## config.mk

```make
export PLATFORM = sky130hd
export DESIGN_NAME = fpu_async_top
export DESIGN_NICKNAME = d
export VERILOG_FILES = /design/src/verilog/fpu_pkg.sv /design/src/verilog/fpu_async_top.sv /design/src/verilog/fpu_ctrl_status.sv /design/src/verilog/fpu_exec_core.sv /design/src/verilog/fpu_instr_queue.sv
export SDC_FILE = /design/constraint.sdc
export NUM_CORES = 2
export LEC_CHECK = 0
export ABC_AREA = 1
export BUFFER_PORTS_ARGS = -buffer_cell sky130_fd_sc_hd__buf_2
export CAP_MARGIN = 40
export CORE_ASPECT_RATIO = 0.8
export CORE_MARGIN = 4
export CORE_UTILIZATION = 50
export CTS_CLUSTER_DIAMETER = 200
export CTS_CLUSTER_SIZE = 24
export DETAILED_ROUTE_END_ITERATION = 8
export GPL_ROUTABILITY_DRIVEN = 0
export PLACE_DENSITY = 0.65
export SYNTH_ARGS = -nofsm -noshare
export SYNTH_HDL_FRONTEND = slang
export SYNTH_SLANG_ARGS = --single-unit
export TNS_END_PERCENT = 30
```

## constraint.sdc

```tcl
create_clock -name clk -period 19 [get_ports clk]
set_input_delay 2.85 -clock clk [delete_from_list [all_inputs] [get_ports clk]]
set_output_delay 2.85 -clock clk [all_outputs]
set_load 0.02 [all_outputs]
```

## src/verilog/fpu_pkg.sv

```systemverilog
// Shared opcodes, field widths, latencies and status layout for the FPU front end
package fpu_pkg;

    // ============================================================
    // Field widths
    // ============================================================
    localparam int OPCODE_W    = 8;
    localparam int STACK_IDX_W = 3;
    localparam int DATA_W      = 80;   // Extended precision
    localparam int WORD_W      = 16;   // Control, status, tag words

    localparam int QUEUE_DEPTH = 3;
    localparam int COUNT_W     = 2;    // Holds 0..QUEUE_DEPTH

    // Execution cycles per opcode class
    localparam int LAT_STACK = 2;      // Load, store, store-pop, exchange
    localparam int LAT_SIGN  = 3;      // Change sign, absolute value
    localparam int LAT_INIT  = 4;      // Both initialise forms
    localparam int LAT_MISC  = 1;      // Everything else

    // ============================================================
    // Control and status words
    // ============================================================
    localparam logic [WORD_W-1:0] CTRL_RESET_WORD = 16'h037F;
    localparam int CTRL_IM_BIT = 0;    // Invalid-operation mask

    localparam int ST_IE_BIT  = 0;     // Invalid operation
    localparam int ST_SF_BIT  = 6;     // Stack fault
    localparam int ST_ES_BIT  = 7;     // Error summary
    localparam int ST_C1_BIT  = 9;     // Overflow / underflow direction
    localparam int ST_TOP_LSB = 11;    // TOP at 13:11
    localparam int ST_B_BIT   = 15;    // Busy, mirrors ES

    // Tag codes
    localparam logic [1:0] TAG_VALID   = 2'b00;
    localparam logic [1:0] TAG_ZERO    = 2'b01;
    localparam logic [1:0] TAG_SPECIAL = 2'b10;
    localparam logic [1:0] TAG_EMPTY   = 2'b11;

    typedef enum logic [OPCODE_W-1:0] {
        OP_FNOP   = 8'h00,
        OP_FLD    = 8'h10,
        OP_FST    = 8'h11,
        OP_FSTP   = 8'h12,
        OP_FXCH   = 8'h20,
        OP_FCHS   = 8'h30,
        OP_FABS   = 8'h31,
        OP_FCLEX  = 8'hE2,
        OP_FINIT  = 8'hF0,
        OP_FLDCW  = 8'hF1,
        OP_FNINIT = 8'hF6
    } fpu_op_e;

    typedef enum logic {DISP_IDLE, DISP_BUSY} disp_state_e;

endpackage
```

## src/verilog/fpu_async_top.sv

```systemverilog
// FPU front end top level: issue queue, dispatcher, flush control and the BUSY output
module fpu_async_top (
    input  logic                            clk,
    input  logic                            reset,
    input  fpu_pkg::fpu_op_e                instruction,
    input  logic [fpu_pkg::STACK_IDX_W-1:0] stack_index,
    input  logic                            execute,
    input  logic [fpu_pkg::DATA_W-1:0]      data_in,
    input  logic [fpu_pkg::WORD_W-1:0]      control_in,
    input  logic                            control_write,
    output logic                            ready,
    output logic                            error,
    output logic [fpu_pkg::DATA_W-1:0]      data_out,
    output logic [fpu_pkg::WORD_W-1:0]      status_out,
    output logic [fpu_pkg::WORD_W-1:0]      control_out,
    output logic [fpu_pkg::WORD_W-1:0]      tag_word_out,
    output logic                            busy,
    output logic                            int_request
);

    logic queue_full;
    logic queue_empty;
    logic [fpu_pkg::COUNT_W-1:0] queue_count;
    fpu_pkg::fpu_op_e                head_op;
    logic [fpu_pkg::STACK_IDX_W-1:0] head_idx;
    logic [fpu_pkg::DATA_W-1:0]      head_data;

    logic enqueue;
    logic exec_start;
    logic flush;
    logic core_ready;
    logic done_flush_op;
    logic [fpu_pkg::STACK_IDX_W-1:0] top;
    logic exc_strobe;
    logic exc_invalid;
    logic exc_stack_fault;
    logic exc_c1;
    logic clear_exc;
    logic ctrl_init;
    logic ctrl_load;
    logic [fpu_pkg::WORD_W-1:0] ctrl_load_word;

    fpu_pkg::disp_state_e state;
    logic int_q;            // int_request one cycle ago
    logic head_nowait;      // Head is a non-waiting control op
    logic queue_active;

    assign enqueue = execute && !queue_full;    // Dropped while full

    fpu_instr_queue u_queue (
        .clk(clk), .reset(reset),
        .enqueue(enqueue), .opcode_in(instruction),
        .stack_index_in(stack_index), .data_in(data_in),
        .dequeue(exec_start), .flush(flush),
        .full(queue_full), .empty(queue_empty), .count(queue_count),
        .opcode_out(head_op), .stack_index_out(head_idx), .data_out(head_data)
    );

    fpu_exec_core u_core (
        .clk(clk), .reset(reset),
        .exec_start(exec_start), .opcode(head_op),
        .stack_index(head_idx), .operand(head_data),
        .core_ready(core_ready), .data_out(data_out),
        .tag_word_out(tag_word_out), .top(top),
        .exc_strobe(exc_strobe), .exc_invalid(exc_invalid),
        .exc_stack_fault(exc_stack_fault), .exc_c1(exc_c1),
        .clear_exc(clear_exc), .ctrl_init(ctrl_init),
        .ctrl_load(ctrl_load), .ctrl_load_word(ctrl_load_word),
        .done_flush_op(done_flush_op)
    );

    fpu_ctrl_status u_ctrl (
        .clk(clk), .reset(reset),
        .control_in(control_in), .control_write(control_write),
        .ctrl_load(ctrl_load), .ctrl_load_word(ctrl_load_word),
        .ctrl_init(ctrl_init), .exc_strobe(exc_strobe),
        .exc_invalid(exc_invalid), .exc_stack_fault(exc_stack_fault),
        .exc_c1(exc_c1), .clear_exc(clear_exc), .top(top),
        .control_out(control_out), .status_out(status_out),
        .error(error), .int_request(int_request)
    );

    // ============================================================
    // Flush and dispatch
    // ============================================================
    // FNINIT and FCLEX survive the error flush so software can recover
    assign head_nowait  = (head_op == fpu_pkg::OP_FNINIT) || (head_op == fpu_pkg::OP_FCLEX);
    assign queue_active = (queue_count != '0);

    assign flush = (state == fpu_pkg::DISP_BUSY && core_ready && done_flush_op)
                 || (int_request && !int_q)                         // Rising edge
                 || (int_request && queue_active && !head_nowait);

    assign exec_start = (state == fpu_pkg::DISP_IDLE) && core_ready
                     && !queue_empty && !flush;

    always_ff @(posedge clk) begin
        if (reset) begin
            state <= fpu_pkg::DISP_IDLE;
            int_q <= 1'b0;
        end else begin
            int_q <= int_request;
            case (state)
                fpu_pkg::DISP_IDLE: if (exec_start) state <= fpu_pkg::DISP_BUSY;
                fpu_pkg::DISP_BUSY: if (core_ready) state <= fpu_pkg::DISP_IDLE;
                default:            state <= fpu_pkg::DISP_IDLE;
            endcase
        end
    end

    assign ready = !queue_full;
    assign busy  = !queue_empty || (state == fpu_pkg::DISP_BUSY);   // 8087 BUSY, active high

endmodule

```

## src/verilog/fpu_ctrl_status.sv

```systemverilog
// Control word, sticky exception flags and status word assembly with interrupt request
module fpu_ctrl_status (
    input  logic                            clk,
    input  logic                            reset,
    input  logic [fpu_pkg::WORD_W-1:0]      control_in,
    input  logic                            control_write,
    input  logic                            ctrl_load,
    input  logic [fpu_pkg::WORD_W-1:0]      ctrl_load_word,
    input  logic                            ctrl_init,
    input  logic                            exc_strobe,
    input  logic                            exc_invalid,
    input  logic                            exc_stack_fault,
    input  logic                            exc_c1,
    input  logic                            clear_exc,
    input  logic [fpu_pkg::STACK_IDX_W-1:0] top,
    output logic [fpu_pkg::WORD_W-1:0]      control_out,
    output logic [fpu_pkg::WORD_W-1:0]      status_out,
    output logic                            error,
    output logic                            int_request
);

    logic flag_ie;
    logic flag_sf;
    logic flag_c1;
    logic err_summary;

    // ============================================================
    // Control word
    // ============================================================
    always_ff @(posedge clk) begin
        if (reset || ctrl_init)
            control_out <= fpu_pkg::CTRL_RESET_WORD;
        else if (ctrl_load)                  // FLDCW from the queue
            control_out <= ctrl_load_word;
        else if (control_write)              // Direct CPU write
            control_out <= control_in;
    end

    // Sticky flags, clear wins over a same-cycle strobe
    always_ff @(posedge clk) begin
        if (reset || clear_exc) begin
            flag_ie <= 1'b0;
            flag_sf <= 1'b0;
            flag_c1 <= 1'b0;
        end else if (exc_strobe) begin
            flag_ie <= flag_ie | exc_invalid;
            flag_sf <= flag_sf | exc_stack_fault;
            flag_c1 <= flag_c1 | exc_c1;
        end
    end

    // Only invalid operation is tracked, so ES is IE unmasked
    assign err_summary = flag_ie && !control_out[fpu_pkg::CTRL_IM_BIT];
    assign error       = err_summary;
    assign int_request = err_summary;

    // ============================================================
    // Status word
    // ============================================================
    always_comb begin
        status_out = '0;
        status_out[fpu_pkg::ST_IE_BIT] = flag_ie;
        status_out[fpu_pkg::ST_SF_BIT] = flag_sf;
        status_out[fpu_pkg::ST_ES_BIT] = err_summary;
        status_out[fpu_pkg::ST_C1_BIT] = flag_c1;
        status_out[fpu_pkg::ST_TOP_LSB +: fpu_pkg::STACK_IDX_W] = top;
        status_out[fpu_pkg::ST_B_BIT]  = err_summary;   // B copies ES
    end

endmodule

```

## src/verilog/fpu_exec_core.sv

```systemverilog
// Execution core with the eight-register stack, TOP, tags and fixed-latency opcodes
module fpu_exec_core (
    input  logic                            clk,
    input  logic                            reset,
    input  logic                            exec_start,
    input  fpu_pkg::fpu_op_e                opcode,
    input  logic [fpu_pkg::STACK_IDX_W-1:0] stack_index,
    input  logic [fpu_pkg::DATA_W-1:0]      operand,
    output logic                            core_ready,
    output logic [fpu_pkg::DATA_W-1:0]      data_out,
    output logic [fpu_pkg::WORD_W-1:0]      tag_word_out,
    output logic [fpu_pkg::STACK_IDX_W-1:0] top,
    output logic                            exc_strobe,
    output logic                            exc_invalid,
    output logic                            exc_stack_fault,
    output logic                            exc_c1,
    output logic                            clear_exc,
    output logic                            ctrl_init,
    output logic                            ctrl_load,
    output logic [fpu_pkg::WORD_W-1:0]      ctrl_load_word,
    output logic                            done_flush_op
);

    logic [fpu_pkg::DATA_W-1:0] regs [8];   // Physical registers
    logic [7:0] empty;                      // Per physical register

    // Latched operation
    fpu_pkg::fpu_op_e                op_q;
    logic [fpu_pkg::STACK_IDX_W-1:0] idx_q;
    logic [fpu_pkg::DATA_W-1:0]      operand_q;

    logic       active;
    logic [2:0] lat_cnt;
    logic       finishing;
    logic [fpu_pkg::STACK_IDX_W-1:0] sti;      // Physical ST(i)
    logic [fpu_pkg::STACK_IDX_W-1:0] new_top;  // TOP after a push
    logic fault_over;
    logic fault_under;
    logic fault_undef;
    logic fault;

    function automatic logic [2:0] latency_of(input fpu_pkg::fpu_op_e op);
        case (op)
            fpu_pkg::OP_FLD, fpu_pkg::OP_FST,
            fpu_pkg::OP_FSTP, fpu_pkg::OP_FXCH: return 3'(fpu_pkg::LAT_STACK);
            fpu_pkg::OP_FCHS, fpu_pkg::OP_FABS: return 3'(fpu_pkg::LAT_SIGN);
            fpu_pkg::OP_FINIT, fpu_pkg::OP_FNINIT: return 3'(fpu_pkg::LAT_INIT);
            default: return 3'(fpu_pkg::LAT_MISC);
        endcase
    endfunction

    // Tag class from register contents
    function automatic logic [1:0] classify(input logic [fpu_pkg::DATA_W-1:0] v);
        if (v[78:64] == '1) return fpu_pkg::TAG_SPECIAL;
        if (v[78:0] == '0)  return fpu_pkg::TAG_ZERO;
        return fpu_pkg::TAG_VALID;
    endfunction

    always_comb begin
        for (int i = 0; i < 8; i++)
            tag_word_out[2*i +: 2] = empty[i] ? fpu_pkg::TAG_EMPTY : classify(regs[i]);
    end

    assign core_ready = !active;
    assign finishing  = active && (lat_cnt == 3'd1);
    assign sti        = top + idx_q;
    assign new_top    = top - 1'b1;

    // ============================================================
    // Stack fault decode
    // ============================================================
    always_comb begin
        fault_over  = 1'b0;
        fault_under = 1'b0;
        fault_undef = 1'b0;
        case (op_q)
            fpu_pkg::OP_FLD:  fault_over  = !empty[new_top];   // Push onto a full slot
            fpu_pkg::OP_FST, fpu_pkg::OP_FSTP,
            fpu_pkg::OP_FCHS, fpu_pkg::OP_FABS: fault_under = empty[top];
            fpu_pkg::OP_FXCH: fault_under = empty[top] || empty[sti];
            fpu_pkg::OP_FNOP, fpu_pkg::OP_FCLEX, fpu_pkg::OP_FINIT,
            fpu_pkg::OP_FLDCW, fpu_pkg::OP_FNINIT: ;
            default:          fault_undef = 1'b1;
        endcase
        fault = fault_over || fault_under || fault_undef;
    end

    // Payload and register file
    always_ff @(posedge clk) begin
        if (exec_start) begin
            op_q      <= opcode;
            idx_q     <= stack_index;
            operand_q <= operand;
        end
        if (finishing && !fault) begin
            case (op_q)
                fpu_pkg::OP_FLD:   regs[new_top] <= operand_q;
                fpu_pkg::OP_FXCH: begin
                    regs[top] <= regs[sti];
                    regs[sti] <= regs[top];
                end
                fpu_pkg::OP_FCHS:  regs[top][79] <= ~regs[top][79];
                fpu_pkg::OP_FABS:  regs[top][79] <= 1'b0;
                fpu_pkg::OP_FLDCW: ctrl_load_word <= operand_q[fpu_pkg::WORD_W-1:0];
                default: ;
            endcase
        end
    end

    // ============================================================
    // Sequencing, TOP, tags and completion pulses
    // ============================================================
    always_ff @(posedge clk) begin
        if (reset) begin
            active          <= 1'b0;
            lat_cnt         <= '0;
            top             <= '0;
            empty           <= '1;
            data_out        <= '0;
            exc_strobe      <= 1'b0;
            exc_invalid     <= 1'b0;
            exc_stack_fault <= 1'b0;
            exc_c1          <= 1'b0;
            clear_exc       <= 1'b0;
            ctrl_init       <= 1'b0;
            ctrl_load       <= 1'b0;
            done_flush_op   <= 1'b0;
        end else begin
            exc_strobe    <= 1'b0;     // One-cycle pulses
            clear_exc     <= 1'b0;
            ctrl_init     <= 1'b0;
            ctrl_load     <= 1'b0;
            done_flush_op <= 1'b0;
            if (exec_start) begin
                active  <= 1'b1;
                lat_cnt <= latency_of(opcode);
            end else if (active) begin
                lat_cnt <= lat_cnt - 1'b1;
                if (finishing) begin
                    active          <= 1'b0;
                    exc_strobe      <= 1'b1;
                    exc_invalid     <= fault;
                    exc_stack_fault <= fault_over || fault_under;
                    exc_c1          <= fault_over;    // C1 set on overflow only
                    if (!fault) begin
                        case (op_q)
                            fpu_pkg::OP_FLD: begin
                                top            <= new_top;
                                empty[new_top] <= 1'b0;
                            end
                            fpu_pkg::OP_FST:  data_out <= regs[top];
                            fpu_pkg::OP_FSTP: begin
                                data_out   <= regs[top];
                                empty[top] <= 1'b1;
                                top        <= top + 1'b1;
                            end
                            fpu_pkg::OP_FINIT, fpu_pkg::OP_FNINIT: begin
                                empty         <= '1;
                                top           <= '0;
                                ctrl_init     <= 1'b1;
                                clear_exc     <= 1'b1;
                                done_flush_op <= 1'b1;
                            end
                            fpu_pkg::OP_FLDCW: begin
                                ctrl_load     <= 1'b1;
                                done_flush_op <= 1'b1;
                            end
                            fpu_pkg::OP_FCLEX: clear_exc <= 1'b1;
                            default: ;
                        endcase
                    end
                end
            end
        end
    end

endmodule

```

## src/verilog/fpu_instr_queue.sv

```systemverilog
// Three-entry instruction FIFO between CPU issue and the execution core, flushable
module fpu_instr_queue (
    input  logic                                clk,
    input  logic                                reset,
    input  logic                                enqueue,
    input  fpu_pkg::fpu_op_e                    opcode_in,
    input  logic [fpu_pkg::STACK_IDX_W-1:0]     stack_index_in,
    input  logic [fpu_pkg::DATA_W-1:0]          data_in,
    input  logic                                dequeue,
    input  logic                                flush,
    output logic                                full,
    output logic                                empty,
    output logic [fpu_pkg::COUNT_W-1:0]         count,
    output fpu_pkg::fpu_op_e                    opcode_out,
    output logic [fpu_pkg::STACK_IDX_W-1:0]     stack_index_out,
    output logic [fpu_pkg::DATA_W-1:0]          data_out
);

    // Entry storage
    fpu_pkg::fpu_op_e                   op_mem  [fpu_pkg::QUEUE_DEPTH];
    logic [fpu_pkg::STACK_IDX_W-1:0]    idx_mem [fpu_pkg::QUEUE_DEPTH];
    logic [fpu_pkg::DATA_W-1:0]         dat_mem [fpu_pkg::QUEUE_DEPTH];

    logic [fpu_pkg::COUNT_W-1:0] wr_ptr;
    logic [fpu_pkg::COUNT_W-1:0] rd_ptr;
    logic do_wr;
    logic do_rd;

    // Pointer wraps at depth, not at a power of two
    function automatic logic [fpu_pkg::COUNT_W-1:0] next_ptr(
        input logic [fpu_pkg::COUNT_W-1:0] p
    );
        if (p == fpu_pkg::COUNT_W'(fpu_pkg::QUEUE_DEPTH - 1))
            return '0;
        return p + 1'b1;
    endfunction

    assign full  = (count == fpu_pkg::COUNT_W'(fpu_pkg::QUEUE_DEPTH));
    assign empty = (count == '0);
    assign do_wr = enqueue && !full;
    assign do_rd = dequeue && !empty;

    // Head shown combinationally
    assign opcode_out      = op_mem[rd_ptr];
    assign stack_index_out = idx_mem[rd_ptr];
    assign data_out        = dat_mem[rd_ptr];

    always_ff @(posedge clk) begin
        if (do_wr) begin
            op_mem[wr_ptr]  <= opcode_in;
            idx_mem[wr_ptr] <= stack_index_in;
            dat_mem[wr_ptr] <= data_in;
        end
    end

    always_ff @(posedge clk) begin
        if (reset || flush) begin     // Flush beats a same-cycle enqueue
            wr_ptr <= '0;
            rd_ptr <= '0;
            count  <= '0;
        end else begin
            if (do_wr) wr_ptr <= next_ptr(wr_ptr);
            if (do_rd) rd_ptr <= next_ptr(rd_ptr);
            if (do_wr && !do_rd)
                count <= count + 1'b1;
            else if (do_rd && !do_wr)
                count <= count - 1'b1;
        end
    end

endmodule

```

### Yosys cells after proc, flatten, opt, wreduce, memory -nomap -nowiden

Memories as Yosys holds them, arrays and structs flattened. A register that Yosys moved wholly into a read port is not among the register bits.
Index checks and enable logic that the tools add are counted.

| storage, ports and cells | value |
|---|---|
| memories kept | 4 |
| RAM bits | 913 |
| memory bits (read-only) | 0 |
| logic and storage cells | 286 |
| output and inout bits | 132 |
| bits in registers | 154 |
| input port bits | 111 |
| latch bits | 0 |

| operators by class | value |
|---|---|
| $add $sub $neg | 8 |
| shifts and indexed selects | 0 |
| reduce and logical (&&, ||, !) cells | 70 |
| multipliers | 0 |
| div/mod/pow operators | 0 |
| eq/ne operators | 31 |
| $lt $le $gt $ge | 5 |
| mux-type cells | 130 |
| bitwise operators | 14 |

Memory list:

| name | words | width | rd ports | clocked after memory_dff | wr ports | line | RTL |
|---|---|---|---|---|---|---|---|
| u_core.regs | 8 | 80 | 10 | 1 | 2 | fpu_exec_core.sv:24 | `logic [fpu_pkg::DATA_W-1:0] regs [8];` |
| u_queue.dat_mem | 3 | 80 | 1 | 1 | 1 | fpu_instr_queue.sv:22 | `logic [fpu_pkg::DATA_W-1:0] dat_mem [fpu_pkg::QUEUE_DEPTH];` |
| u_queue.op_mem | 3 | 8 | 1 | 1 | 1 | fpu_instr_queue.sv:20 | `fpu_pkg::fpu_op_e op_mem [fpu_pkg::QUEUE_DEPTH];` |
| u_queue.idx_mem | 3 | 3 | 1 | 1 | 1 | fpu_instr_queue.sv:21 | `logic [fpu_pkg::STACK_IDX_W-1:0] idx_mem [fpu_pkg::QUEUE_DEPTH];` |

Operator list:

| operator | count |
|---|---|
| $logic_not A79 Y1 | 8 |
| $eq A15 B15 Y1 const B | 8 |
| $mux W2 | 49 |
| $mux W80 | 1 |
| $reduce_or A80 Y1 | 1 |
| $mux W1 | 63 |
| $eq A8 B8 Y1 const B | 7 |
| $eq A8 B5 Y1 const B | 6 |
| $eq A8 B6 Y1 const B | 6 |
| $mux W16 | 2 |
| $pmux W8 S3 | 1 |
| $logic_and A1 B1 Y1 | 18 |
| $pmux W3 S3 | 2 |
| $mux W3 | 5 |
| $lt A3 B4 Y1 const B | 3 |
| $logic_not A1 Y1 | 11 |
| $reduce_or A11 Y1 | 1 |
| $logic_or A1 B1 Y1 | 10 |
| $reduce_and A5 Y1 | 2 |
| $bmux W1 S3 | 3 |
| $reduce_or A3 Y1 | 3 |
| $and A8 B8 Y8 | 1 |
| $logic_not A8 Y1 | 1 |
| $not A8 Y8 | 1 |
| other kinds (21) | 45 |

### Depth between registers and ports, before layout

| depth | value |
|---|---|
| word-level depth | 15 |
| gate-level depth with buffers | 21 |
| depth with buffers taken out | 18 |

### Modules after synthesis

A second synthesis with hierarchy kept.

| unflattened totals | value |
|---|---|
| cells, all modules | 6160 |
| area total of the unflattened synthesis | 57336.2 µm² |

Modules (own cells, without submodules):

| module | instances | area each (µm²) | seq. area each (µm²) | cells each |
|---|---|---|---|---|
| fpu_exec_core | 1 | 45702.6 | 24553.5 | 5257 |
| fpu_instr_queue | 1 | 10436.3 | 8358.0 | 730 |
| fpu_ctrl_status | 1 | 1008.5 | 380.4 | 140 |
| fpu_async_top | 1 | 188.9 | 40.0 | 33 |

### Worst setup path before layout

No wires, ideal clock.

| timing | value |
|---|---|
| path kind | input to register |
| start | input execute |
| end | memory u_queue.dat_mem[1][0] (netlist name) (enable) |
| path buffers | 0 |
| path slack | 9.158 ns |
| required time | 18.346 ns |
| data arrival time | 9.188 ns |
| cell stages on the path | 2 |
| library setup time | 0.654 ns |
| path through | nand2_1 > nor3_1 |

| on the way | value |
|---|---|
| longest elaborated chain between the ends | 4 |

Ends and longest elaborated chain:

| item | line | RTL |
|---|---|---|
| start, declared | fpu_async_top.sv:7 | `input logic execute,` |
| $logic_and A1 B1 Y1 | fpu_async_top.sv:48 | `assign enqueue = execute && !queue_full;` |
| $logic_and A1 B1 Y1 | fpu_instr_queue.sv:40 | `assign do_wr = enqueue && !full;` |
| $mux W1 | fpu_instr_queue.sv:49 | `if (do_wr) begin` |
| $mux W1 (implied by the code) | fpu_instr_queue.sv:52 | `dat_mem[wr_ptr] <= data_in;` |
| end, declared | fpu_instr_queue.sv:22 |  |

Every way passes these cells.

==> impl_metrics.tcl <==
set metrics [dict create \
    status "complete, no violations" \
    crit_fanout 3 \
    dr_wl_met2_mm 82.7 \
    antenna_left 0 \
    hpwl_mm 130 \
    worstRegToRegCells 18 \
    yosysSeqAreaShare_pct 57.9 \
    ir_drop_mv 0.110 \
    synthCells 6254 \
    p_leak_nw 21.0 \
    top_layer "met5" \
    drc 0 \
    skew_ns 0.0495 \
    cts_resized 0 \
    root_buffer "clkbuf_16" \
    startpoint_type "flip-flop" \
    setup_tns_ns 0 \
    syn_to_final_growth_pct 7.72 \
    crit-reg2reg-launch "u_core.top[0]$_SDFFE_PP0P_" \
    cts_tree "done" \
    route.met3.wl_mm 30.1 \
    io_pins 243 \
    ys_top_cells_by_area "edfxtp_1, nand2_1, o21ai_0, dfxtp_1, nor2_1" \
    setup_viol 0 \
    cts_made_buffers 54 \
    post_cts_buffers 0 \
    cap_viol_max_count 0 \
    clk_pin_slew_worst_paths_ns 0.11 \
    dr.pass1.iters 7 \
    synth_ff_type "edfxtp_1" \
    place_inst 7723 \
    fin_cells 7828 \
    endpoint_kind "output pin" \
    hold_depth 2 \
    h-tree-depth 2 \
    ctsHoldBuffers 0 \
    required_ns 16.15 \
    async_flop_share_pct 0 \
    grt_pass1_vias 44802 \
    ys.warnings.count 0 \
    grt_setup_unrepaired "no" \
    slew_headroom_pct 33.3 \
    numClockSinks 1155 \
    drv_slew 0 \
    hold_path_end "u_ctrl.control_out[3]$_SDFFE_PP1P_" \
    die_area_um2 121000 \
    synth-edff-count 1020 \
    antenna_found_initial 7 \
    synthDominantCellAreaShare_pct 53.2 \
    vias 49853 \
    synth_area_um2 57600 \
    die_x_um 387 \
    tightest_slew_ns 1.00 \
    finalHoldViolations 0 \
    r2r_end "u_core.regs[1][14]$_DFFE_PP_" \
    clock_latency_ns 0.72 \
    synth_top_area_cell "edfxtp_1" \
    grt_first_pass_wirelength_mm 295 \
    num-nets-final 6375 \
    portBuffers 234 \
    coreArea_um2 114000 \
    ys_types 60 \
    fin_crit_ns 6.55 \
    finalWirelength_mm 202 \
    worstSetupPathType "reg -> out" \
    worst_ep_arrival_time_ns 3.70 \
    grt_max_degree 154 \
    worstHoldPathType "reg -> reg" \
    rows 111 \
    hold_start "u_ctrl.control_out[3]$_SDFFE_PP1P_" \
    synth_area_per_cell_um2 9.20 \
    synth-seq-cells 1155 \
    cts_buffer_depth 3 \
    max_freq_mhz 153 \
    rrSetupSlack_ns 13.33 \
    powerDensity_nw_per_um2 107 \
    initial_core_util_pct 50.3 \
    die_h_um 311 \
    wirelength_met1_mm 79.9 \
    drtIter0Drc 8838 \
    grt.overflow.total 0 \
    fin_util_pct 54.2 \
    grt_use_total_pct 32.1 \
    period_share_pct 34.5 \
    drive_gt1_share_pct 9.50 \
    routedWlPerCell_um 25.8 \
    via_per_inst 6.37 \
]
==> flip-flops by register name (all words and copies together), names as in the netlist, 3 cells and up, named ones only <==
name	flops
u_core.regs	640
u_queue.idx_mem	9
u_core.operand_q	80
u_core.idx_q	3
u_core.ctrl_load_word	16
u_core.op_q	8
u_core.empty	8
u_queue.dat_mem	240
u_core.lat_cnt	3
u_core.data_out	80
u_ctrl.control_out	16
u_core.top	3
u_queue.op_mem	24
==> worst max-delay path, stage by stage, from the launching register on <==
cell and delay [ns]:
edfxtp_1 0.37, inv_1 0.12, nand4_1 0.17, nor4_1 0.74
buf_2 0.30, nand4_1 0.23, o41ai_1 0.76, buf_2 0.30
==> placed cells by master (no fill, tap or decap), types with 7 or more instances in the layout <==
cell and n:
nand3_2 7, a221oi_1 23, a22oi_1 39, dfxtp_1 132
nand3_1 208, inv_1 379, clkbuf_1 43, o2111ai_1 28
o221ai_1 8, o21ai_4 12, nor2_4 12, o211ai_1 18
o21ai_2 82, nor2_1 405, conb_1 8, nand4_1 103
a31oi_1 80, clkbuf_16 54, o21ai_0 879, o21ai_1 253
o41ai_1 10, nand2_1 1486, inv_2 8, o22ai_1 79
nor4_1 140, buf_4 96, edfxtp_1 1020, buf_16 22
nor3_1 49, a21oi_1 270, buf_2 236
==> cell families (layout without fill, tap and decap cells) <==
logic type	after synthesis	after routing	share of synthesized area (%)
compound gates	1812	1812	17.8
xor+xnor	2	2	0.0304
fa+ha+maj	7	7	0.165
buf+inv	820	861	6.03
flops	1155	1155	57.9
other cells	1	9	0.00652
simple gates	2457	2457	18.1
==> through the flow <==
step	area [µm²]	setup WS, ns	hold WS [ns]	total power [mW]
floorplan	57600	9.16	0.418	4.51
global placement	59500	12.94	0.450	5.14
detailed placement	60400	13.28	0.450	5.23
CTS	62000	12.50	0.477	6.56
global route	62000	12.50	0.509	6.89
finish	62000	12.45	0.475	6.61
==> metal layers <==
layer  track usage (%)  up-vias
li1                  -    22137
met1              47.1    23331
met2              45.4     3811
met3              8.48      568
met4              12.3        6
met5                 0        -
==> cells in the mapped netlist, types with 34 or more instances <==
cell type,count
nor2_1,408
buf_4,52
nand4_1,103
nand2_1,1493
clkbuf_1,243
a22oi_1,39
a21oi_1,271
o22ai_1,79
buf_1,34
buf_2,83
a31oi_1,80
o21ai_2,82
edfxtp_1,1020
nor4_1,142
nand3_1,211
dfxtp_1,135
o21ai_1,253
o21ai_0,880
inv_1,384
nor3_1,54
==> power breakdown <==
part / total (mW) / internal [mW] / switching [mW]
clock: 1.38 / 0.549 / 0.829
combinational: 1.87 / 0.559 / 1.31
sequential: 3.37 / 3.20 / 0.173
total: 6.61 / 4.30 / 2.31
==> worst max path at each step <==
stage                                       startpoint                               to
after floorplan                                execute  u_queue.dat_mem[1][0]$_DFFE_PP_
final                     u_core.regs[1][59]$_DFFE_PP_                  tag_word_out[2]
after detailed placement  u_core.regs[4][26]$_DFFE_PP_                  tag_word_out[8]
after global routing      u_core.regs[4][26]$_DFFE_PP_                  tag_word_out[8]
after global placement      u_core.top[0]$_SDFFE_PP0P_     u_core.regs[3][30]$_DFFE_PP_
after CTS                 u_core.regs[4][26]$_DFFE_PP_                  tag_word_out[8]
==> cell type report <==
type	instances	area, µm²
clock inverter	4	63.8
inverter	396	1510
sequential	1155	33300
tap	1525	1910
clock buffer	97	1510
timing repair buffer	364	2660
antenna	1	2.50
multi-input combinational	4286	21000
fill	10299	52400
Note: power is estimated with default switching activity, not from simulation.
